## src/squeeze_defines.svh

```systemverilog
`ifndef SQUEEZE_DEFINES_SVH
`define SQUEEZE_DEFINES_SVH

// ----------------------------------------------------------------------
// data widths
// ----------------------------------------------------------------------
`define SQ_WORD_BITS     32	// host pipe word
`define SQ_RESULT_BITS   16	// engine result, zero-extended on the way in

// ----------------------------------------------------------------------
// FIFO sizing and block throttle
// ----------------------------------------------------------------------
`define SQ_FIFO_DEPTH    64	// words per FIFO, power of two
`define SQ_COUNT_BITS    7	// holds 0 .. SQ_FIFO_DEPTH
`define SQ_BLOCK_WORDS   16	// one host block transfer
`define SQ_HEADROOM      4	// margin for count update latency

// ----------------------------------------------------------------------
// scratch memory in the mover
// ----------------------------------------------------------------------
`define SQ_SCRATCH_WORDS 256
`define SQ_ADDR_BITS     8

`endif

```

## src/squeeze_pkg.sv

```systemverilog
`include "squeeze_defines.svh"

package squeeze_pkg;

	typedef logic [`SQ_WORD_BITS-1:0]   word_t;
	typedef logic [`SQ_RESULT_BITS-1:0] result_t;
	typedef logic [`SQ_COUNT_BITS-1:0]  fifo_count_t;
	typedef logic [`SQ_ADDR_BITS-1:0]   scratch_addr_t;

	// control levels from the host wire endpoint
	typedef struct packed {
		logic reads_en;		// scratch -> pipe-out
		logic writes_en;	// pipe-in -> scratch
		logic writeback_en;	// result fifo -> scratch, implies a write
		logic dma_reset;	// pipe fifos and mover
		logic engine_reset;	// result fifo
	} host_ctrl_t;

	// FIFO fill state, 9 bits
	typedef struct packed {
		logic        empty;
		logic        full;
		fifo_count_t count;
	} fifo_status_t;

	// write path of the port-0 mover
	typedef enum logic [1:0] {
		MV_IDLE,
		MV_WRITE,
		MV_WAIT_VALID
	} mover_state_t;

endpackage

```

## src/host_flow_ctrl.sv

```systemverilog
`timescale 1ns/1ps
`include "squeeze_defines.svh"

module host_flow_ctrl import squeeze_pkg::*; (
	input  logic         okClk,
	input  logic         reset,
	input  host_ctrl_t   ctrl,
	input  fifo_status_t pi_status,
	input  fifo_status_t po_status,
	input  fifo_status_t res_status,
	input  logic         mover_busy,
	output logic         pipe_in_ready,
	output logic         pipe_out_ready,
	output logic [7:0]   led
);

	// room for a full block plus the count latency margin
	localparam fifo_count_t PI_READY_MAX =
		fifo_count_t'(`SQ_FIFO_DEPTH - `SQ_HEADROOM - `SQ_BLOCK_WORDS);
	localparam fifo_count_t PO_READY_MIN = fifo_count_t'(`SQ_BLOCK_WORDS);

	logic [7:0] led_status;

	assign led_status = {
		pi_status.full,
		pi_status.empty,
		po_status.full,
		po_status.empty,
		res_status.full,
		ctrl.writes_en,
		ctrl.reads_en,
		mover_busy
	};

	// ----------------------------------------------------------------------
	// block throttle
	// ----------------------------------------------------------------------
	always_ff @(posedge okClk) begin
		if (reset) begin
			pipe_in_ready  <= 1'b1;	// fifos come out of reset empty
			pipe_out_ready <= 1'b0;
		end else begin
			pipe_in_ready  <= (pi_status.count <= PI_READY_MAX);
			pipe_out_ready <= (po_status.count >= PO_READY_MIN);
		end
	end

	// ----------------------------------------------------------------------
	// status LEDs, active low
	// ----------------------------------------------------------------------
	always_ff @(posedge okClk) begin
		if (reset) begin
			led <= 8'hff;	// all off
		end else begin
			led <= ~led_status;	// 8'haf with both pipes empty and ctrl low
		end
	end

endmodule

```

## config.mk

```make
export PLATFORM = sky130hd
export DESIGN_NAME = host_flow_ctrl
export DESIGN_NICKNAME = d
export VERILOG_FILES = /design/src/squeeze_pkg.sv /design/src/host_flow_ctrl.sv
export VERILOG_INCLUDE_DIRS = /design/src
export SDC_FILE = /design/constraint.sdc
export NUM_CORES = 1
export LEC_CHECK = 0
export ABC_AREA = 0
export BUFFER_PORTS_ARGS = -buffer_cell sky130_fd_sc_hd__clkbuf_2
export CAP_MARGIN = 10
export CORE_AREA = 8 8 45 47
export CTS_CLUSTER_DIAMETER = 200
export DETAILED_ROUTE_END_ITERATION = 16
export DIE_AREA = 0 0 53 55
export GPL_TIMING_DRIVEN = 0
export RECOVER_POWER = 25
export SYNTH_ARGS = -nofsm -noshare
export SYNTH_HDL_FRONTEND = slang
export SYNTH_SLANG_ARGS = --single-unit
```

## constraint.sdc

```tcl
create_clock -name okClk -period 1.3 [get_ports okClk]
set_clock_uncertainty 0.15 [all_clocks]
set_input_delay 0.065 -clock okClk [delete_from_list [all_inputs] [get_ports okClk]]
set_output_delay 0.065 -clock okClk [all_outputs]
set_load 0.01 [all_outputs]
```

==> results.tsv, run 1 <==
stage	metric	value	unit
power	leak pwr	0.340	nW
sta	fin crit share	99.7	%
synth	Post-Synthesis Cells	25	
sta	Rel. slew slack	88.6	%
route	Initial DRT Pass Iterations	2	
synth	synth warn	0	
synth	cell taking the most area after synthesis	dfxtp_1	
layout	n_diodes	0	
clocking	post-cts sizing count	0	
clocking	Sink Count	10	
synth	most frequent cell after synthesis	dfxtp_1	
synth	Synth Register Bits	10	
global_route	global-route wire length before repair	1.59	mm
layout	final core utilization	53.3	%
synth	Synth async-reset ratio	0	%
route	via count	374	
floorplan	Die Wd	53	um
layout	fin cells	98	
synth	EDFF count, synth	0	
clocking	Clock Path Buffers	2	
floorplan	CORE AREA	1380	sq um
clocking	Root Driver	clkbuf_4	
sta	final hold vios	0	
sta	setup TNS	0	ps
worst_setup_path	Critical Path RT	1300	ps
global_route	initial antenna violation count	0	
synth	distinct cell type count after synthesis	7	
route	DRT iter0 DRCs	4	
synth	mean post-synth cell area	11.8	sq um
route	vias per cell	3.82	
power	peak supply drop	413	uV
floorplan	full die area	2920	sq um
worst_setup_path	worst setup path start	ctrl[4]	
placement	# port buffers	28	
sta	Final min period	1300	ps
worst_hold_path	Hold Path Class	in -> reg	
floorplan	die height	55	um
floorplan	Site Rows	14	
sta	RSZ-0062 raised after global routing	false	
synth	Yosys top cell area share	68.1	%
clocking	Post-CTS Setup Repair Bufs	0	
global_route	Congestion Overflow GR	0	
sta	Worst-Margin Slew	170	ps
synth	Post-synth top cells	dfxtp_1 (10), nand2b_1 (8), nor2_1 (3)	
global_route	maximum number of pins on one net before global-route repair	10	
clocking	H-tree Lvls	1	
placement	dpl cells	69	
synth	sequential element share of the synthesized area	68.1	%
clocking	TritonCTS clock tree	yes	
synth	Post-Syn Area	294	sq um
route	drc violations	0	
synth	Post-synth top flop	dfxtp_1	
worst_setup_path	Worst setup SP type	input port	
synth	ranking of synthesized cells by area	dfxtp_1 (68%), nand2b_1 (17%), buf_6 (3.8%)	
run_status	status	finished, final reports clean	
worst_setup_path	Worst EP arrival	1290	ps
clocking	hold_buf cts	25	
placement	gp weighted congestion	0.554	
sta	Final Max Tran Viols	0	
sta	fmax	772	MHz
power	Pwr Density	993	nW/um^2
job	max cap viols	0	
route	remaining antenna violation count	0	
route	drt total wl	1.00	mm
worst_setup_path	crit path kind	in -> reg	
worst_setup_path	Worst setup EP type	register	
global_route	GRT Overall Usage	7.83	%
power	total power	0.732	mW
worst_setup_path	Critical Path End	led[1]	
route	average wire per standard cell	10.2	um
global_route	vias in the first global route	422	
worst_setup_path	worst-path maximum fanout	1	
floorplan	initial core utilization	21.2	%
layout	Syn-to-layout area delta	151	%
synth	syn_nets	60	
layout	nets	118	
clocking	clk slew on worst S/H paths	70	ps
layout	fraction of layout cells with a size suffix above 1	36.6	%
sta	Setup violations, final	0	
clocking	CTS buffer count	3	
floorplan	Top-Level Pins	45	
[sequential cells by signal, indices dropped and copies added (netlist names)]
register / cells
led: 8
pipe_in_ready: 1
pipe_out_ready: 1
[worst min path at each step]
stage,startpoint,end,cells after the start
after floorplan,mover_busy,led[0],1
after global placement,pi_status[7],led[7],2
after detailed placement,res_status[7],led[3],2
after CTS,pi_status[1],pipe_in_ready,3
after global routing,pi_status[1],pipe_in_ready,3
final,pi_status[1],pipe_in_ready,3
[where the power goes]
group	switching [mW]	total (mW)	internal [mW]	leakage, nW
clock	0.103	0.273	0.170	0.0210
combinational	0.0412	0.132	0.0904	0.235
sequential	0.00383	0.328	0.324	0.0837
[cell families after synthesis]
| group | synth area share [%] |
|---|---|
| buffers and inverters | 3.83 |
| DFF | 68.1 |
| AOI/OAI and AO/OA | 5.53 |
| and+or+nand+nor | 22.6 |
[stage by stage]
stage	hold slack [ps]	setup WS (ps)	cell area, sq um
3_5_place_dp	78.6	536	454
3_3_place_gp	74.2	552	454
6_report	55.4	3.87	737
5_1_grt	47.5	8.51	737
2_1_floorplan	-12.0	649	294
4_1_cts	45.2	30.8	741
[routing by layer]
metal,GRT usage (%),up-vias,part of all wire (%)
li1,-,193,-
met1,5.65,160,35
met2,13.9,21,50
met3,5.35,0,15
met4,6.47,0,0
met5,0,-,0
[layout by cell type, fill, tap and decap left out, types with 3 or more instances in the layout]
cell           netlist  layout
clkbuf_2             0      25
dlygate4sd3_1        0      25
nand2b_1             8       8
clkbuf_1             0       3
dfxtp_1             10      10
nor2_1               3       3
clkbuf_4             0       3
[critical path, cell delays in order]
cell and delay, ps:
dlygate4sd3_1 530, clkbuf_2 100, nand2b_1 50, dlygate4sd3_1 550
[area by class of cell]
cell class / count / area [sq um]
repair buffers: 53 / 387
fillers: 126 / 647
well taps: 16 / 20.0
flip-flops and latches: 10 / 200
plain buffers: 1 / 11.3
multi-input cells: 14 / 82.6
clock buffers: 4 / 36.3
(Power assumes the default switching activity.)
==> run 2, diff against run 1 <==
--- a/config.mk
+++ b/config.mk
@@ -9,11 +9,14 @@
 export ABC_AREA = 0
 export BUFFER_PORTS_ARGS = -buffer_cell sky130_fd_sc_hd__clkbuf_2
 export CAP_MARGIN = 10
-export CORE_AREA = 8 8 45 47
+export CELL_PAD_IN_SITES_DETAIL_PLACEMENT = 2
+export CELL_PAD_IN_SITES_GLOBAL_PLACEMENT = 2
+export CORE_MARGIN = 8
+export CORE_UTILIZATION = 12
 export CTS_CLUSTER_DIAMETER = 200
 export DETAILED_ROUTE_END_ITERATION = 16
-export DIE_AREA = 0 0 53 55
 export GPL_TIMING_DRIVEN = 0
+export PLACE_DENSITY = 0.71
 export RECOVER_POWER = 25
 export SYNTH_ARGS = -nofsm -noshare
 export SYNTH_HDL_FRONTEND = slang
==> run 2 against run 1 <==
Combinational power fell by 3%. Worst setup slack improved by 8.9 ps. Sequential cell count unchanged. Non-clock buffer count shrank 3. Power down 10%. Worst hold slack better by 4.7 ps. Sequential power about the same. Final area decreased by 3.6%. Sequential share of layout area up 1.0 points. Count of clock-buffer cells in the layout is 1 lower. Largest power group unchanged. Largest cell class unchanged. Global-route usage is 1.2 points lower.
==> results.tsv, run 2 (synthesis gave the netlist of run 1 again) <==
stage	metric	value	unit	change
layout	filler instances	272		+120%
floorplan	Die Wd	65.5	um	+24%
global_route	global-route wire length before repair	2.09	mm	+32%
clocking	Root Driver	clkbuf_4		
sta	Final min period	1290	ps	-8.91 ps
worst_setup_path	crit path kind	in -> reg		
worst_setup_path	Worst EP arrival	1280	ps	about the same
worst_hold_path	Hold Path Class	in -> reg		
route	Met3 Wirelength	139	um	-7.9%
power	total power	0.655	mW	-10%
sta	setup TNS	0	ps	unchanged
global_route	vias in the first global route	467		+11%
worst_setup_path	worst-path cell chain	dlygate4sd3_1 > clkbuf_2 > nand2b_1 > dlygate4sd3_1		
floorplan	CORE AREA	2410	sq um	+74%
sta	fin crit share	99.0	%	-0.69 points
layout	Regs by FF count	led x8, pipe_in_ready x1, pipe_out_ready x1		
clocking	Sink Count	10		unchanged
placement	gp weighted congestion	0.597		+7.7%
worst_setup_path	Critical Path RT	1290	ps	about the same
layout	n_diodes	0		unchanged
layout	most common cell after layout, fill and taps aside	clkbuf_2		
route	drc violations	0		unchanged
worst_setup_path	max incr delay on CP	550	ps	about the same
route	met1 WL	363	um	+4.3%
worst_setup_path	Slowest-stage cell, CP	dlygate4sd3_1		
route	DRT iter0 DRCs	1		-3
floorplan	full die area	4290	sq um	+47%
run_status	status	finished, final reports clean		
worst_setup_path	Worst setup SP type	input port		
global_route	GRT Overall Usage	6.61	%	-1.2 points
sta	final hold vios	0		unchanged
route	average wire per standard cell	11.6	um	+14%
layout	final core utilization	29.5	%	-24 points
sta	Worst-Margin Slew	162	ps	-8.18 ps
clocking	Clock Path Buffers	2		unchanged
layout	nets	115		-2.5%
placement	Placed Area	472	sq um	+3.9%
route	Initial DRT Pass Iterations	2		unchanged
power	leak pwr	0.325	nW	-4.3%
global_route	initial antenna violation count	0		unchanged
worst_setup_path	most used cell, CP	dlygate4sd3_1		
route	vias per cell	3.52		-7.8%
route	Highest Signal Layer	met3		
sta	Rel. slew slack	89.2	%	+0.55 points
worst_setup_path	worst-path maximum fanout	1		unchanged
sta	PnR worst setup slack	12.8	ps	+8.91 ps
layout	Multi-input gate area	82.6	sq um	unchanged
floorplan	Top-Level Pins	45		unchanged
job	max cap viols	0		unchanged
floorplan	die height	65.5	um	+19%
sta	Setup violations, final	0		unchanged
sta	Final Max Tran Viols	0		unchanged
clocking	H-tree Lvls	1		unchanged
layout	fin cells	108		+10%
clocking	clk slew on worst S/H paths	60	ps	about the same
layout	Syn-to-layout area delta	142	%	
power	Pwr Density	922	nW/um^2	-7.1%
sta	RSZ-0062 raised after global routing	false		
layout	Biggest register	led		
layout	max FFs per register	8		unchanged
worst_setup_path	Worst setup EP type	register		
global_route	maximum number of pins on one net before global-route repair	10		unchanged
clocking	CTS buffer count	3		unchanged
floorplan	initial core utilization	12.2	%	-9.0 points
placement	# port buffers	28		unchanged
clocking	TritonCTS clock tree	yes		
placement	Post-Place Setup Slack	536	ps	+0.0740 ps
route	met2 wire len	751	um	+50%
route	via count	380		+1.6%
sta	minimum hold slack	60.1	ps	+4.71 ps
power	peak supply drop	340	uV	-18%
sta	fmax	777	MHz	+0.69%
layout	total area of sequential cells	200	sq um	unchanged
global_route	Congestion Overflow GR	0		unchanged
route	drt total wl	1.25	mm	+25%
layout	fraction of layout cells with a size suffix above 1	37.2	%	+0.59 points
layout	design area	711	sq um	-3.6%
worst_setup_path	Crit path max-delay family	buffers and inverters		
placement	dpl cells	83		+20%
layout	most frequent cells in the layout	clkbuf_2 (25), dlygate4sd3_1 (21), dfxtp_1 (10)		
floorplan	Site Rows	18		+4
worst_setup_path	Buffers & Inverters on Critical Path	3		unchanged
route	remaining antenna violation count	0		unchanged
-- run 2: what timing repair did --
item,4_1_cts,5_1_grt
setup endpoints to repair,0,5
gates resized for setup,0,1
setup buffers,0,0
hold endpoints to repair,10,4
hold buffers,25,1
-- run 2: worst min-delay path, cell delays in order --
cell	delay, ps
clkbuf_2	90
o211ai_1	160
a211o_1	120
-- run 2: path summary, 6_finish.rpt --
check    startpoint             to  slack (ps)  cells past startpoint
max         ctrl[3]         led[2]          10                      4
min    pi_status[1]  pipe_in_ready          60                      3
-- run 2: power by group --
part	switching, mW	internal [mW]	leakage (nW)	total (mW)
logic	0.0428	0.0848	0.228	0.128
registers	0.00397	0.324	0.0837	0.328
clock network	0.0936	0.106	0.0138	0.200
total	0.140	0.515	0.325	0.655
-- run 2: cell type report --
type                    instances  area share [%]
flip-flops and latches         10            28.2
well taps                      30            5.28
multi-input cells              14            11.6
clock buffers                   3            3.17
repair buffers                 50            50.2
plain buffers                   1            1.58
-- run 2: layer usage --
metal	vias up	global-route usage, %
met2	16	12.8
met5	-	0
met3	0	4.42
met4	0	2.45
li1	186	-
met1	178	4.94
